### src/hdl/priv_pkg.sv
// Machine-mode privilege definitions for the RV32 trap unit
// Cause code enums for exceptions and interrupts
// CSR address constants, including the custom mtimecmp slot
// Packed CSR images and the pipeline request and trap info structs

package priv_pkg;

    parameter int XLEN = 32; // Data width

    typedef logic [11:0] csr_addr_t; // CSR address field from the instruction

    // Synchronous exception causes, mcause.interrupt = 0
    typedef enum logic [30:0] {
        INSN_MAL     = 31'd0,
        INSN_ACCESS  = 31'd1,
        ILLEGAL_INSN = 31'd2,
        BREAKPOINT   = 31'd3,
        L_ADDR_MAL   = 31'd4,
        L_FAULT      = 31'd5,
        S_ADDR_MAL   = 31'd6,
        S_FAULT      = 31'd7,
        ENV_CALL_M   = 31'd11
    } ex_code_t;

    // Machine interrupt causes, mcause.interrupt = 1
    typedef enum logic [30:0] {
        SOFT_INT_M  = 31'd3,
        TIMER_INT_M = 31'd7,
        EXT_INT_M   = 31'd11
    } int_code_t;

    // CSR addresses
    localparam csr_addr_t MSTATUS_ADDR  = 12'h300;
    localparam csr_addr_t MIE_ADDR      = 12'h304;
    localparam csr_addr_t MEPC_ADDR     = 12'h341;
    localparam csr_addr_t MCAUSE_ADDR   = 12'h342;
    localparam csr_addr_t MTVAL_ADDR    = 12'h343;
    localparam csr_addr_t MIP_ADDR      = 12'h344;
    localparam csr_addr_t MTIMECMP_ADDR = 12'h7C0; // Custom machine R/W space

    // Only the machine bits are implemented, read back at bits 7 and 3
    typedef struct packed {
        logic mpie;
        logic mie;
    } mstatus_t;

    typedef struct packed {
        logic meie; // Read at bit 11
        logic mtie; // Bit 7
        logic msie; // Bit 3
    } mie_t;

    typedef struct packed {
        logic meip;
        logic mtip;
        logic msip;
    } mip_t;

    typedef struct packed {
        logic        interrupt;
        logic [30:0] cause;
    } mcause_t;

    // Exception strobes from the pipeline, listed in priority order
    typedef struct packed {
        logic breakpoint;
        logic insn_access;
        logic illegal_insn;
        logic insn_mal;
        logic ecall_m;
        logic mal_s;
        logic mal_l;
        logic fault_s;
        logic fault_l;
    } ex_req_t;

    // Everything captured into the CSRs when a trap is accepted
    typedef struct packed {
        mcause_t           cause;
        logic [XLEN-1:0]   epc;
        logic [XLEN-1:0]   tval;
    } trap_info_t;

endpackage

### src/hdl/machine_csrs.sv
// Machine CSR file
// mstatus, mie, mip, mcause, mepc and mtval registers
// Trap capture, commit and mret restore over software writes
// Combinational read port and mtimecmp write decode

`timescale 1ns/1ps

module machine_csrs import priv_pkg::*; (
    input  logic             CLK,
    input  logic             nRST,
    input  logic             capture,
    input  logic             commit,
    input  logic             restore,
    input  trap_info_t       trap_info,
    input  logic             ext_irq,
    input  logic             mtip,
    input  logic             csr_we,
    input  csr_addr_t        csr_addr,
    input  logic [XLEN-1:0]  csr_wdata,
    input  logic [XLEN-1:0]  mtimecmp,
    output logic [XLEN-1:0]  csr_rdata,
    output logic             mtimecmp_we,
    output mstatus_t         mstatus,
    output mie_t             mie,
    output mip_t             mip,
    output mcause_t          mcause,
    output logic [XLEN-1:0]  mepc,
    output logic [XLEN-1:0]  mtval
);

    logic meip_q; // External level after one register stage
    logic msip_q; // Software pending bit

    assign mtimecmp_we = csr_we & (csr_addr == MTIMECMP_ADDR);

    // mtip comes straight from the timer
    assign mip = '{meip: meip_q, mtip: mtip, msip: msip_q};

    // mstatus: commit, then mret, then software
    always_ff @(posedge CLK, negedge nRST) begin
        if (!nRST) begin
            mstatus <= '0;
        end
        else if (commit) begin
            mstatus.mpie <= mstatus.mie;
            mstatus.mie  <= 1'b0;
        end
        else if (restore) begin
            mstatus.mie  <= mstatus.mpie;
            mstatus.mpie <= 1'b0;
        end
        else if (csr_we && csr_addr == MSTATUS_ADDR) begin
            mstatus <= '{mpie: csr_wdata[7], mie: csr_wdata[3]};
        end
    end

    // Enables and the writable pending bit
    always_ff @(posedge CLK, negedge nRST) begin
        if (!nRST) begin
            mie    <= '0;
            msip_q <= 1'b0;
            meip_q <= 1'b0;
        end
        else begin
            meip_q <= ext_irq;
            if (csr_we && csr_addr == MIE_ADDR)
                mie <= '{meie: csr_wdata[11], mtie: csr_wdata[7], msie: csr_wdata[3]};
            if (csr_we && csr_addr == MIP_ADDR)
                msip_q <= csr_wdata[3]; // meip and mtip are read only
        end
    end

    // Trap state registers, capture wins over a same-cycle write
    always_ff @(posedge CLK, negedge nRST) begin
        if (!nRST) begin
            mcause <= '0;
            mepc   <= '0;
            mtval  <= '0;
        end
        else if (capture) begin
            mcause <= trap_info.cause;
            mepc   <= trap_info.epc;
            mtval  <= trap_info.tval;
        end
        else if (csr_we) begin
            if (csr_addr == MCAUSE_ADDR) mcause <= mcause_t'(csr_wdata);
            if (csr_addr == MEPC_ADDR)   mepc   <= {csr_wdata[XLEN-1:2], 2'b00}; // IALIGN 32
            if (csr_addr == MTVAL_ADDR)  mtval  <= csr_wdata;
        end
    end

    // Read port, unimplemented bits read as zero
    always_comb begin
        csr_rdata = '0;
        case (csr_addr)
            MSTATUS_ADDR: begin
                csr_rdata[7] = mstatus.mpie;
                csr_rdata[3] = mstatus.mie;
            end
            MIE_ADDR:      csr_rdata = {20'b0, mie.meie, 3'b0, mie.mtie, 3'b0, mie.msie, 3'b0};
            MIP_ADDR:      csr_rdata = {20'b0, mip.meip, 3'b0, mip.mtip, 3'b0, mip.msip, 3'b0};
            MCAUSE_ADDR:   csr_rdata = mcause;
            MEPC_ADDR:     csr_rdata = mepc;
            MTVAL_ADDR:    csr_rdata = mtval;
            MTIMECMP_ADDR: csr_rdata = mtimecmp;
            default:       csr_rdata = '0;
        endcase
    end

endmodule

### src/hdl/mtime_timer.sv
// Machine timer
// Prescale divider, free running mtime counter,
// writable mtimecmp and the timer pending level

`timescale 1ns/1ps

module mtime_timer import priv_pkg::*; #(
    parameter int PRESCALE = 4  // Clocks per mtime tick
) (
    input  logic             CLK,
    input  logic             nRST,
    input  logic             cmp_we,
    input  logic [XLEN-1:0]  cmp_wdata,
    output logic [XLEN-1:0]  mtimecmp,
    output logic             mtip
);

    localparam int PW = (PRESCALE > 1) ? $clog2(PRESCALE) : 1;

    logic [PW-1:0]   pre_cnt;
    logic            tick;
    logic [XLEN-1:0] mtime;

    assign tick = (pre_cnt == PW'(PRESCALE - 1)); // Last clock of the period

    always_ff @(posedge CLK, negedge nRST) begin
        if (!nRST) begin
            pre_cnt  <= '0;
            mtime    <= '0;
        end
        else if (tick) begin
            pre_cnt <= '0;
            mtime   <= mtime + 1'b1; // Wraps at 2^32
        end
        else begin
            pre_cnt <= pre_cnt + 1'b1;
        end
    end

    // Compare value, all ones after reset so no timer trap fires early
    always_ff @(posedge CLK, negedge nRST) begin
        if (!nRST) begin
            mtimecmp <= '1;
        end
        else if (cmp_we) begin
            mtimecmp <= cmp_wdata;
        end
    end

    assign mtip = (mtime >= mtimecmp); // Level, cleared by raising mtimecmp

endmodule

### src/hdl/priv_unit.sv
// Machine-mode trap unit top level
// Connects the prioritizer, sequencer, timer and CSR file

`timescale 1ns/1ps

module priv_unit import priv_pkg::*; #(
    parameter int PRESCALE = 4  // Clocks per mtime tick
) (
    input  logic             CLK,
    input  logic             nRST,
    input  ex_req_t          ex_req,
    input  logic [XLEN-1:0]  epc,
    input  logic [XLEN-1:0]  bad_addr,
    input  logic             ext_irq,
    input  logic             mret,
    input  logic             pipe_clear,
    input  logic             csr_we,
    input  csr_addr_t        csr_addr,
    input  logic [XLEN-1:0]  csr_wdata,
    output logic             intr,
    output logic [XLEN-1:0]  csr_rdata,
    output mstatus_t         mstatus,
    output mcause_t          mcause,
    output logic [XLEN-1:0]  mepc,
    output logic [XLEN-1:0]  mtval,
    output mip_t             mip
);

    mstatus_t        cur_mstatus;
    mie_t            cur_mie;
    mip_t            cur_mip;
    logic            trap_valid;
    trap_info_t      trap_info;
    logic            capture, commit, restore;
    logic            mtip, mtimecmp_we;
    logic [XLEN-1:0] mtimecmp;

    assign mstatus = cur_mstatus;
    assign mip     = cur_mip;

    trap_prioritizer u_trap_prioritizer (
        .ex_req, .epc, .bad_addr, .cur_mstatus, .cur_mie, .cur_mip,
        .trap_valid, .trap_info
    );

    trap_sequencer u_trap_sequencer (
        .CLK, .nRST, .trap_valid, .pipe_clear, .mret,
        .capture, .commit, .restore, .intr
    );

    mtime_timer #(.PRESCALE(PRESCALE)) u_mtime_timer (
        .CLK, .nRST, .cmp_we(mtimecmp_we), .cmp_wdata(csr_wdata), .mtimecmp, .mtip
    );

    machine_csrs u_machine_csrs (
        .CLK, .nRST, .capture, .commit, .restore, .trap_info, .ext_irq, .mtip,
        .csr_we, .csr_addr, .csr_wdata, .mtimecmp, .csr_rdata, .mtimecmp_we,
        .mstatus(cur_mstatus), .mie(cur_mie), .mip(cur_mip), .mcause, .mepc, .mtval
    );

endmodule

### src/hdl/trap_prioritizer.sv
// Trap prioritizer
// Exception priority chain and eligible interrupt priority chain
// Merges the winner into mcause, epc and tval for the sequencer

`timescale 1ns/1ps

module trap_prioritizer import priv_pkg::*; (
    input  ex_req_t          ex_req,
    input  logic [XLEN-1:0]  epc,
    input  logic [XLEN-1:0]  bad_addr,
    input  mstatus_t         cur_mstatus,
    input  mie_t             cur_mie,
    input  mip_t             cur_mip,
    output logic             trap_valid,
    output trap_info_t       trap_info
);

    ex_code_t  ex_src;
    logic      exception;
    logic      ex_has_tval; // Exception reports the faulting address

    int_code_t int_src;
    logic      interrupt;
    logic      ext_ok, soft_ok, timer_ok;

    // Exception chain, first match wins
    always_comb begin
        exception   = 1'b1;
        ex_has_tval = 1'b1;
        ex_src      = INSN_MAL;

        if (ex_req.breakpoint) begin
            ex_src      = BREAKPOINT;
            ex_has_tval = 1'b0;
        end
        else if (ex_req.insn_access) begin
            ex_src = INSN_ACCESS;
        end
        else if (ex_req.illegal_insn) begin
            ex_src = ILLEGAL_INSN;
        end
        else if (ex_req.insn_mal) begin
            ex_src = INSN_MAL;
        end
        else if (ex_req.ecall_m) begin
            ex_src      = ENV_CALL_M;
            ex_has_tval = 1'b0; // ecall carries no address
        end
        else if (ex_req.mal_s) begin
            ex_src = S_ADDR_MAL;
        end
        else if (ex_req.mal_l) begin
            ex_src = L_ADDR_MAL;
        end
        else if (ex_req.fault_s) begin
            ex_src = S_FAULT;
        end
        else if (ex_req.fault_l) begin
            ex_src = L_FAULT;
        end
        else begin
            exception   = 1'b0;
            ex_has_tval = 1'b0;
        end
    end

    // A source counts only if globally enabled, locally enabled and pending
    assign ext_ok   = cur_mstatus.mie & cur_mie.meie & cur_mip.meip;
    assign soft_ok  = cur_mstatus.mie & cur_mie.msie & cur_mip.msip;
    assign timer_ok = cur_mstatus.mie & cur_mie.mtie & cur_mip.mtip;

    // Interrupt chain, external over software over timer
    always_comb begin
        interrupt = 1'b1;
        int_src   = SOFT_INT_M;

        if (ext_ok) begin
            int_src = EXT_INT_M;
        end
        else if (soft_ok) begin
            int_src = SOFT_INT_M;
        end
        else if (timer_ok) begin
            int_src = TIMER_INT_M;
        end
        else begin
            interrupt = 1'b0;
        end
    end

    assign trap_valid = exception | interrupt;

    // Exceptions always beat interrupts
    always_comb begin
        trap_info.epc = epc; // PC of the faulting or interrupted instruction
        if (exception) begin
            trap_info.cause.interrupt = 1'b0;
            trap_info.cause.cause     = ex_src;
            trap_info.tval            = ex_has_tval ? bad_addr : '0;
        end
        else begin
            trap_info.cause.interrupt = interrupt;
            trap_info.cause.cause     = int_src;
            trap_info.tval            = '0; // Interrupts have no tval
        end
    end

endmodule

### src/hdl/trap_sequencer.sv
// Trap sequencer
// Two-state FSM, IDLE and PENDING
// Latches an accepted trap, holds intr until pipe_clear,
// and emits one-cycle capture, commit and restore strobes

`timescale 1ns/1ps

module trap_sequencer (
    input  logic CLK,
    input  logic nRST,
    input  logic trap_valid,
    input  logic pipe_clear,
    input  logic mret,
    output logic capture,   // Load mcause, mepc, mtval
    output logic commit,    // mpie <= mie, mie <= 0
    output logic restore,   // mret handling of mstatus
    output logic intr
);

    typedef enum logic {
        IDLE,
        PENDING
    } state_t;

    state_t state, next_state;

    // Strobes are decoded from the current state only
    assign capture = (state == IDLE) & trap_valid;
    assign commit  = (state == PENDING) & pipe_clear;
    assign restore = (state == IDLE) & mret;

    // Trap request to the pipeline is the registered PENDING state
    assign intr = (state == PENDING);

    always_comb begin
        next_state = state;
        case (state)
            IDLE: begin
                if (trap_valid) begin
                    next_state = PENDING;
                end
            end
            PENDING: begin
                // New traps are ignored here; wait for the pipeline
                if (pipe_clear) begin
                    next_state = IDLE;
                end
            end
            default: next_state = IDLE;
        endcase
    end

    always_ff @(posedge CLK, negedge nRST) begin
        if (!nRST) begin
            state <= IDLE;
        end
        else begin
            state <= next_state;
        end
    end

endmodule

### config.mk
export PLATFORM = sky130hd
export DESIGN_NAME = priv_unit
export DESIGN_NICKNAME = d
export VERILOG_FILES = /design/src/hdl/priv_pkg.sv /design/src/hdl/machine_csrs.sv /design/src/hdl/mtime_timer.sv /design/src/hdl/priv_unit.sv /design/src/hdl/trap_prioritizer.sv /design/src/hdl/trap_sequencer.sv
export SDC_FILE = /design/constraint.sdc
export NUM_CORES = 1
export LEC_CHECK = 0
export ABC_AREA = 1
export BUFFER_PORTS_ARGS = -buffer_cell sky130_fd_sc_hd__buf_2
export CAP_MARGIN = 20
export CORE_ASPECT_RATIO = 1.1
export CORE_MARGIN = 3
export CORE_UTILIZATION = 30
export CTS_CLUSTER_SIZE = 30
export DETAILED_ROUTE_END_ITERATION = 10
export HOLD_SLACK_MARGIN = 0.15
export SETUP_SLACK_MARGIN = 0.15
export SLEW_MARGIN = 20
export SYNTH_ARGS = -nofsm -noshare
export SYNTH_HDL_FRONTEND = slang
export SYNTH_SLANG_ARGS = --single-unit
export TNS_END_PERCENT = 5
### constraint.sdc
create_clock -name CLK -period 2.5 [get_ports CLK]
set_clock_uncertainty 0.2 [all_clocks]
set_input_delay 0.5 -clock CLK [delete_from_list [all_inputs] [get_ports CLK]]
set_output_delay 0.5 -clock CLK [all_outputs]
set_load 0.005 [all_outputs]
Word-level counts from Yosys, hierarchy flattened:

Index checks and enable logic that the tools add are counted.

* bits in registers: 170
* bits of input ports: 123
* output and inout port bits: 134
* word-level logic and storage cells: 102

* add/subtract/negate cells: 2
* $lt $le $gt $ge: 1
* equal/unequal tests: 8
* mux-type cells: 53
* bitwise logic cells: 12
* reductions and logical operators: 11

Operators with widths (number)
* $mux W32: 12
* $mux W31: 10
* $pmux W24 S6: 1
* $eq A12 B10 Y1 const B: 6
* $add A32 B1 Y32 const B: 1
* $ge A32 B32 Y1: 1
* $pmux W3 S4: 2
* $mux W1: 19
* $pmux W1 S7: 2
* $eq A12 B11 Y1 const B: 1
* $and A1 B1 Y1: 10
* $mux W2: 4
* $reduce_bool A2 Y1: 4
* $mux W3: 2
* $reduce_and A2 Y1: 3
* $logic_and A1 B1 Y1: 3
* $reduce_bool A3 Y1: 1
* $add A2 B1 Y2 const B: 1
* $eq A2 B2 Y1 const B: 1
* $pmux W1 S2: 1
* $not A1 Y1: 1
* $or A1 B1 Y1: 1

Depth between registers and ports, before layout:

Gate-level depths: netlist of the first run.

* depth after elaboration: 13
* depth in mapped cells: 22

Cells and area by module:

From an unflattened synthesis of the first run, not the netlist that was laid out.

* cells, all modules: 1524
* area, all modules: 10985.5 sq um

Modules (own cells, without submodules)
* machine_csrs: times used 1, cells each 875, area an instance 6119.6 sq um, seq. area each 2577.5 sq um
* mtime_timer: times used 1, cells each 462, area an instance 3865.0 sq um, seq. area each 1691.6 sq um
* trap_prioritizer: times used 1, cells each 176, area an instance 935.9 sq um, seq. area each 0.0 sq um
* trap_sequencer: times used 1, cells each 11, area an instance 65.1 sq um, seq. area each 25.0 sq um

Worst setup path after synthesis of the first run:

Ideal clock, no wire load.

* path type: flip-flop to flip-flop
* start: reg u_mtime_timer.mtimecmp[7]
* end: reg u_machine_csrs.mepc[25]
* arrival time: 2.130 ns
* path slack: 0.045 ns
* stages on the path, launching flop included: 21
* buffers on the path: 3
* period minus slack after synthesis: 2.455 ns
* path through: dfstp_2 inv_1 ha_1 nand2_1 inv_1 nand2_1 nor2_1 nor2_1 nand2_1 nand2_1 nand2_1 nand2_1 nand2_2 nand2_2 nand3_2 nand2_2 buf_6 buf_6 buf_6 nand3_1 nand3_1

* cells in the longest elaborated chain, start to end: 9
* elaborated cells between the ends (all ways): 11

RTL lines
* from (decl): RTL line mtime_timer.sv:14 `output logic [XLEN-1:0] mtimecmp,`
* from (signal assigned): RTL line mtime_timer.sv:46 `mtimecmp <= cmp_wdata;`
* $ge A32 B32 Y1 *: RTL line mtime_timer.sv:50 `assign mtip = (mtime >= mtimecmp);`
* named net mtip: RTL line priv_unit.sv:35 `logic mtip, mtimecmp_we;`
* $and A1 B1 Y1 *: RTL line trap_prioritizer.sv:70 `assign timer_ok = cur_mstatus.mie & cur_mie.mtie & cur_mip.mtip;`
* $mux W1 *: RTL line trap_prioritizer.sv:83 `else if (timer_ok) begin`
* $mux W1 *: RTL line trap_prioritizer.sv:80 `else if (soft_ok) begin`
* $mux W1 *: RTL line trap_prioritizer.sv:77 `if (ext_ok) begin`
* $or A1 B1 Y1 *: RTL line trap_prioritizer.sv:91 `assign trap_valid = exception | interrupt;`
* $and A1 B1 Y1 *: RTL line trap_sequencer.sv:28 `assign capture = (state == IDLE) & trap_valid;`
* $reduce_bool A2 Y1 (no line)
* $reduce_and A2 Y1 (no line)
* to (signal assigned): RTL line machine_csrs.sv:82 `mepc <= trap_info.epc;`
* to (signal assigned): RTL line machine_csrs.sv:87 `if (csr_addr == MEPC_ADDR) mepc <= {csr_wdata[XLEN-1:2], 2'b00};`
* to (decl): RTL line machine_csrs.sv:27 `output logic [XLEN-1:0] mepc,`

Mark *: on every way through the listed nets, which the timed path passes. The rest lies on a longest branch.
A chain may end at the register's enable or synchronous reset.

Worst setup path after layout of the first run:

* start: reg u_mtime_timer.mtimecmp[7]
* end: out csr_rdata[7]

* cells in the longest elaborated chain, start to end: 2

RTL lines
* $ge A32 B32 Y1: RTL line mtime_timer.sv:50
* $pmux W1 S7 *: RTL line machine_csrs.sv:95 `case (csr_addr)`
* to (decl): RTL line priv_unit.sv:21 `output logic [XLEN-1:0] csr_rdata,`

Every way passes the cells marked *; elsewhere a longest branch is shown, timed or not.

==> metrics.md, run 1 <==
| Metric | Value |
|---|---|
| Cell variety after synth | `41` |
| Wire length per cell | `19.3 um` |
| R2r startpoint | `u_mtime_timer.mtimecmp[7]` |
| Main combinational cell family by area after synthesis | `simple AND/OR/NAND/NOR gates` |
| Relative slew margins | `0.666` |
| Min-delay worst type | `in2reg` |
| Core Rows | `68` |
| Largest net degree at the start of global routing | `53` |
| R2r setup slk | `-0.33 ns` |
| ANT nets after route | `0` |
| Initial Util | `0.307` |
| Simple-gate share of the synthesized area | `0.320` |
| DRT Pass-1 Iters | `5` |
| Commonest non-fill, non-tap cells in the layout | `367 x nand2_1, 251 x buf_2, 161 x nand3_1, 137 x dfrtp_1, 116 x buf_4` |
| Warnings, synthesis | `0` |
| Critical Path AT | `2.31 ns` |
| Die Ht | `195 um` |
| Fin crit share | `1.20` |
| Post-DP HPWL | `29.2 mm` |
| Crit Path Class | `reg2out` |
| CTS tree | `done` |
| FF+latch area | `0.00430 mm2` |
| Vias in the first global route | `10400` |
| Yosys reg bits | `170` |
| DR vias | `10400` |
| Required time of the critical path | `1.80 ns` |
| Average size of a mapped cell | `7.94 um2` |
| Post-synthesis sequential area ratio | `0.442` |
| Worst r2r dst | `u_machine_csrs.mtval[20]` |
| Max Clk Rate | `332 MHz` |
| First-pass GRT wire length | `59.7 mm` |
| Final Wtd Congestion | `0.923` |
| Final instance area | `0.0146 mm2` |
| Failing checks | `setup timing` |
| Initial antenna violation count | `0` |
| Crit. End Element | `primary output` |
| Hold Vio Cnt, Final | `0` |
| Post-Synth Adder-Cell Area | `0.0438` |
| Residual DRC | `0` |
| Via density | `5.01` |
| Status | `finished, violations left` |
| Core area | `0.0317 mm2` |
| Final WS setup | `-0.509 ns` |
| Final min period | `3.01 ns` |
| Cell count after synthesis | `1224` |
| Commonest non-fill, non-tap cell in the layout | `nand2_1` |
| Hold depth | `3` |
| Worst-Skew Late Latency | `0.44 ns` |
| H-tree lvl count | `4` |
| Fillers | `3061` |
| CTS buffer count | `17` |
| Synth Net Count | `1381` |
| Synth Area in XOR/XNOR | `0.0279` |
| Worst setup SP type | `flip-flop` |
| Clock Root Buffer | `clkbuf_16` |
| Max_cap viols | `0` |
| Die area | `0.0346 mm2` |
| PD cells | `473 mW/mm2` |
| Ant diodes | `0` |
| Clock transition at the registers of the reported paths | `0.06 ns` |
| Hold Path End | `u_machine_csrs.mcause[9]` |
| DRT iter0 DRCs | `818` |
| I/O Pins | `257` |
| Area grow syn2layout | `50.4%` |
| Number of nets in the layout | `1794` |
| Final Max Tran Viols | `0` |
| Setup WS pre-CTS | `-0.252 ns` |
| Synth Area in Compound Gates | `0.0550` |
| Overflow after GRT | `0` |
| Max VDD drop | `0.270 mV` |
| Final setup viols | `130` |
| CTS sink cnt | `170` |
| Share of layout cells above drive strength 1 | `0.406` |
| Global-route usage over all layers | `0.225` |
| Leak | `7.58 nW` |
| Area of the multi-input gates | `0.00543 mm2` |
| Critical path fanouts, max | `3` |
| Cell Area, Synth | `0.00972 mm2` |
| Hold slack final | `0.170 ns` |
| Routed WL | `39.9 mm` |
| Longest Clk Path Bufs | `2` |
| Worst Max-Slew Pin Slew | `0.500 ns` |
| Placement Cell Area | `0.0126 mm2` |
| Worst-path cell chain | `inv_2, ha_4, nand2_4, inv_4, nand2_4, nor2_2, nor2_1, nand2_2, nand2_1, nand2_1, nand2_1, nand2_2, buf_6, nand2_2, nand4_1, buf_2` |
| Hold Startpoint | `csr_wdata[9]` |
| R2R depth | `20` |
| # port buffers | `256` |
| Post-synthesis mux area share | `0.0336` |
| Delay of the slowest cell on the worst path | `0.54 ns` |
| Slowest-stage cell, CP | `dfstp_2` |
| Die Wd | `178 um` |
| RSZ-0062 raised after global routing | `true` |
==> cell families (layout without fill, tap and decap cells) <==
group | after synthesis | in the layout
and+or+nand+nor | 702 | 703
buffers and inverters | 178 | 602
DFF | 170 | 170
AOI/OAI and AO/OA | 80 | 80
adders and majority gates | 34 | 34
xor gates and xnor gates | 31 | 31
muxes | 29 | 29
==> layout make-up <==
type / count / area share
multi-input combinational: 877 / 0.371
sequential: 170 / 0.294
timing repair buffer: 452 / 0.227
tap: 420 / 0.0359
clock buffer: 23 / 0.0320
inverter: 119 / 0.0319
clock inverter: 8 / 0.00830
==> how the worst max path moves through the flow <==
stage	from	endpoint	cells past startpoint
after global routing	u_mtime_timer.mtimecmp[7]	csr_rdata[7]	16
after global placement	csr_addr[3]	csr_rdata[11]	12
after floorplan	u_mtime_timer.mtimecmp[7]	u_machine_csrs.mepc[27]	20
after CTS	u_mtime_timer.mtimecmp[7]	csr_rdata[7]	16
after detailed placement	u_mtime_timer.mtimecmp[6]	u_machine_csrs.mtval[23]	19
final	u_mtime_timer.mtimecmp[7]	csr_rdata[7]	16
==> per-layer routing <==
layer  routed length (um)  up-vias  share of wire  GRT usage
li1                     -     4853              -          -
met3                 2670       91          0.067     0.0453
met1                17000     4971           0.43      0.304
met4                 1260        0          0.032     0.0826
met5                    0        -              0          0
met2                19000      453           0.48      0.356
==> per-stage QoR <==
step            util  setup TNS (ns)  cells  power [mW]
2_1_floorplan      -               0   1224        3.44
3_3_place_gp   0.398          -21.39   1982        4.04
3_5_place_dp   0.398          -24.08   1982        4.05
4_1_cts        0.446          -26.99   2062        6.91
5_1_grt        0.462          -41.47   2069        7.17
6_report       0.462          -25.86   2069        6.92
==> synth_stat cells, drive strengths merged <==
master / n / area (um2)
a21oi: 21 / 105
nor4: 4 / 52.6
or2: 1 / 6.26
clkinv: 1 / 3.75
o21bai: 1 / 7.51
nand4: 29 / 188
dfstp: 32 / 841
nor2: 55 / 251
nor3: 11 / 66.3
xor2: 22 / 193
o311ai: 1 / 8.76
dfrtp: 138 / 3450
nor3b: 1 / 12.5
nand2: 423 / 1620
mux2: 29 / 327
buf: 38 / 235
o21ai: 20 / 100
o22ai: 3 / 18.8
xnor2: 9 / 78.8
o2111ai: 28 / 245
a221oi: 2 / 17.5
inv: 118 / 443
a211oi: 1 / 7.51
nand3b: 1 / 20.0
ha: 34 / 425
a22o: 1 / 8.76
nand3: 177 / 896
o21a: 2 / 15.0
clkbuf: 21 / 78.8
==> power by group <==
part | total, mW | switching [mW] | internal [mW]
combinational | 1.10 | 0.595 | 0.502
sequential | 3.09 | 0.174 | 2.91
clock | 2.74 | 1.12 | 1.62
total | 6.92 | 1.89 | 5.03
==> state kept, by name, summed over array words and instances, names as in the netlist <==
register	flops
u_machine_csrs.mie	3
u_mtime_timer.pre_cnt	2
u_machine_csrs.msip_q	1
u_machine_csrs.mstatus	2
u_machine_csrs.meip_q	1
u_machine_csrs.mepc	32
u_mtime_timer.mtime	32
u_trap_sequencer.intr	1
u_machine_csrs.mtval	32
u_machine_csrs.mcause	32
u_mtime_timer.mtimecmp	32
==> timing repair <==
| item | 4_1_cts | 5_1_grt |
|---|---|---|
| hold buffers | 41 | 0 |
| cloned | 5 | 0 |
| endpoints found under the hold margin | 149 | 0 |
| setup endpoints to repair | 130 | 136 |
| pin swaps | 20 | 29 |
| setup buffers | 3 | 7 |
| resized for setup | 78 | 102 |
==> critical path, delay by kind of cell, from the launching register on <==
kind	cells	cell delay (ns)
buffers and inverters	4	0.37
AND/OR/NAND/NOR	11	0.74
flip-flops	1	0.54
adder cells (fa/ha/maj)	1	0.23
No activity file was read; power rests on OpenSTA's default activity.
==> inputs of run 2 (changes only) <==
- ABC_AREA: 1 -> not set
==> run 2 against run 1 <==
Register-to-register slack worse by 0.60 ns. Critical path type unchanged. Total power decreased by 3.5%. Synthesized area is 5.9% lower. The flow still finishes with violations (setup timing). Synthesized cell count shrank 22%.
==> metrics.md, run 2 <==
| Metric | Value |
|---|---|
| Status | `finished, violations left` |
| Failing checks | `setup timing` |
| Final min period | `3.47 ns (+0.461 ns)` |
| Critical path fanouts, max | `2 (-1)` |
| Hold Vio Cnt, Final | `0 (unchanged)` |
| Max_cap viols | `0 (unchanged)` |
| Core area | `0.0298 mm2 (-5.8%)` |
| Yosys reg bits | `170 (unchanged)` |
| Fin crit share | `1.39 (+0.185)` |
| Die area | `0.0326 mm2 (-5.7%)` |
| Setup WS pre-CTS | `-0.577 ns (-0.325 ns)` |
| DR vias | `9307 (-10%)` |
| Average size of a mapped cell | `9.61 um2 (+21%)` |
| Synth Net Count | `1109 (-20%)` |
| Warnings, synthesis | `0 (unchanged)` |
| Crit. End Element | `primary output` |
| Largest net degree at the start of global routing | `47 (-11%)` |
| Max Clk Rate | `288 MHz (-13%)` |
| CTS buffer count | `17 (unchanged)` |
| Global-route usage over all layers | `0.212 (-0.0131)` |
| Commonest non-fill, non-tap cell in the layout | `buf_2` |
| Cell Area, Synth | `0.00915 mm2 (-5.9%)` |
| Via density | `5.06 (+1.0%)` |
| Worst setup SP type | `flip-flop` |
| Largest cells by area after synthesis | `dfrtp_1 38%, dfstp_2 9.2%, nand2_1 7.2%` |
| Required time of the critical path | `1.80 ns (about the same)` |
| Final setup viols | `130 (unchanged)` |
| Residual DRC | `0 (unchanged)` |
| Cell variety after synth | `50 (+22%)` |
| Setup TNS | `-81.04 ns (-55.18 ns)` |
| Critical Path AT | `2.77 ns (+0.46 ns)` |
| Wire length per cell | `19.1 um (-0.79%)` |
| Crit Path Class | `reg2out` |
| Post-synth EDFFs | `0 (unchanged)` |
| Post-DP HPWL | `24.5 mm (-16%)` |
| Synth area leader | `dfrtp_1` |
| Post-synth top flop | `dfrtp_1` |
| Worst-Skew Late Latency | `0.45 ns (about the same)` |
| # port buffers | `256 (unchanged)` |
| Area grow syn2layout | `56.0%` |
| Max VDD drop | `0.333 mV (+23%)` |
| Yosys top cell area share | `0.377 (+0.0222)` |
| Final Max Tran Viols | `0 (unchanged)` |
| DRT Pass-1 Iters | `8 (+3)` |
| RSZ-0062 raised after global routing | `true` |
| Routed WL | `35.2 mm (-12%)` |
| Vias in the first global route | `9602 (-7.3%)` |
| Synth top cells by count | `175 x nand2_1, 138 x dfrtp_1, 94 x a21oi_1, 61 x nor2_1, 51 x mux2i_1` |
| Clock transition at the registers of the reported paths | `0.07 ns (about the same)` |
| Core Rows | `66 (-2.9%)` |
| Worst Max-Slew Pin Slew | `0.493 ns (-0.00775 ns)` |
| CTS sink cnt | `170 (unchanged)` |
| Final Wtd Congestion | `0.845 (-8.4%)` |
| Fillers | `2788 (-8.9%)` |
| Die Ht | `189 um (-2.9%)` |
| Post-synth ARST share | `1.00 (unchanged)` |
| DRT iter0 DRCs | `709 (-13%)` |
| Final WS setup | `-0.971 ns (-0.461 ns)` |
| Cell count after synthesis | `952 (-22%)` |
| Post-synthesis sequential area ratio | `0.469 (+0.0276)` |
| Share of layout cells above drive strength 1 | `0.438 (+0.0324)` |
| I/O Pins | `257 (unchanged)` |
| First-pass GRT wire length | `54.3 mm (-9.0%)` |
| PD cells | `468 mW/mm2 (-1.1%)` |
| Commonest non-fill, non-tap cells in the layout | `255 x buf_2, 171 x nand2_1, 138 x dfrtp_1, 130 x buf_4, 81 x dlygate4sd3_1` |
| Most common cell in the netlist | `nand2_1` |
| ANT nets after route | `0 (unchanged)` |
| Longest Clk Path Bufs | `2 (unchanged)` |
| CTS tree | `done` |
| Number of nets in the layout | `1573 (-12%)` |
| Leak | `7.02 nW (-7.4%)` |
| Min-delay worst type | `in2reg` |
| Relative slew margins | `0.672 (+0.00565)` |
| H-tree lvl count | `4 (unchanged)` |
| Overflow after GRT | `0 (unchanged)` |
| Die Wd | `173 um (-2.9%)` |
| Initial antenna violation count | `4 (+4)` |
| Clock Root Buffer | `clkbuf_16` |
| Initial Util | `0.307 (about the same)` |
run 2: cell types whose count changed after synthesis, sizes merged, moves of 29 or more:
cell / before / now
nand2: 423 / 176
nand3: 177 / 14
inv: 118 / 39
a21oi: 21 / 94
mux2i: 0 / 51
a222oi: 0 / 29
run 2: final timing paths:
| path | startpoint | end | slack [ns] | cells past startpoint |
|---|---|---|---|---|
| max in group asynchronous | nRST | u_mtime_timer.mtimecmp[1] | 1.01 | 3 |
| max | u_mtime_timer.mtimecmp[10] | csr_rdata[7] | -0.97 | 10 |
| min reg2reg | u_mtime_timer.pre_cnt[0] | u_mtime_timer.pre_cnt[0] | 0.23 | 1 |
| max reg2reg | u_mtime_timer.mtimecmp[10] | u_machine_csrs.mtval[1] | -0.93 | 19 |
| min in group asynchronous | nRST | u_machine_csrs.mcause[13] | 0.35 | 2 |
| min | bad_addr[6] | u_machine_csrs.mtval[6] | 0.17 | 3 |
run 2: per-stage QoR:
stage | cells | total power [mW] | util | area, um2 | hold WS [ns]
2_1_floorplan | 952 | 3.38 | - | 9230 | 0.00441
3_3_place_gp | 1706 | 3.92 | 0.409 | 12200 | 0.214
3_5_place_dp | 1706 | 3.93 | 0.409 | 12200 | 0.220
5_1_grt | 1837 | 6.97 | 0.479 | 14300 | 0.164
6_report | 1838 | 6.68 | 0.479 | 14300 | 0.168
4_1_cts | 1836 | 6.73 | 0.471 | 14000 | 0.150
run 2: final cells by class:
| type | instances | area (um2) | area share |
|---|---|---|---|
| Tap cell | 408 | 510 | 0.0358 |
| Clock buffer | 18 | 439 | 0.0308 |
| Inverter | 39 | 146 | 0.0103 |
| Sequential cell | 170 | 4290 | 0.301 |
| Timing Repair Buffer | 505 | 3760 | 0.263 |
| Multi-Input combinational cell | 683 | 5000 | 0.350 |
| Antenna cell | 1 | 2.50 | 0.000175 |
| Clock inverter | 14 | 120 | 0.00842 |
run 2: power breakdown:
group | total [mW] | internal [mW] | leakage [nW] | switching (mW)
registers | 3.06 | 2.90 | 2.09 | 0.154
logic | 1.01 | 0.526 | 4.65 | 0.484
clock network | 2.61 | 1.34 | 0.282 | 1.27
total | 6.68 | 4.77 | 7.02 | 1.91
run 2: worst max-delay path: stages, from the launching register on:
cell,delay [ns]
dfstp_2,0.55
inv_2,0.05
ha_4,0.25
nand4_1,0.13
nor4_2,0.35
a32oi_2,0.18
a21boi_4,0.21
or2_4,0.17
nor2_2,0.04
o311ai_2,0.24
buf_2,0.16
run 2: logic make-up after synthesis:
group / count (synthesis) / share of synthesized area
adders and majority gates: 34 / 0.0465
muxes: 90 / 0.104
AOI/OAI and AO/OA: 222 / 0.161
buffers and inverters: 99 / 0.0439
DFF: 170 / 0.469
xor gates and xnor gates: 31 / 0.0297
and+or+nand+nor: 306 / 0.146
run 2: what timing repair did:
action	4_1_cts	5_1_grt
hold buffers	81	0
setup buffers	15	1
hold endpoints to repair	129	0
gates cloned	2	0
endpoints found under the setup margin	138	138
pin swaps	28	24
gates resized for setup	78	41
run 2: routing by layer:
| metal | up-vias | routed length, um | track usage | part of all wire |
|---|---|---|---|---|
| li1 | 4337 | - | - | - |
| met1 | 4612 | 15300 | 0.271 | 0.43 |
| met2 | 312 | 17200 | 0.359 | 0.49 |
| met3 | 40 | 1970 | 0.0489 | 0.056 |
| met4 | 6 | 642 | 0.0627 | 0.018 |
| met5 | - | 35 | 0 | 0.0010 |
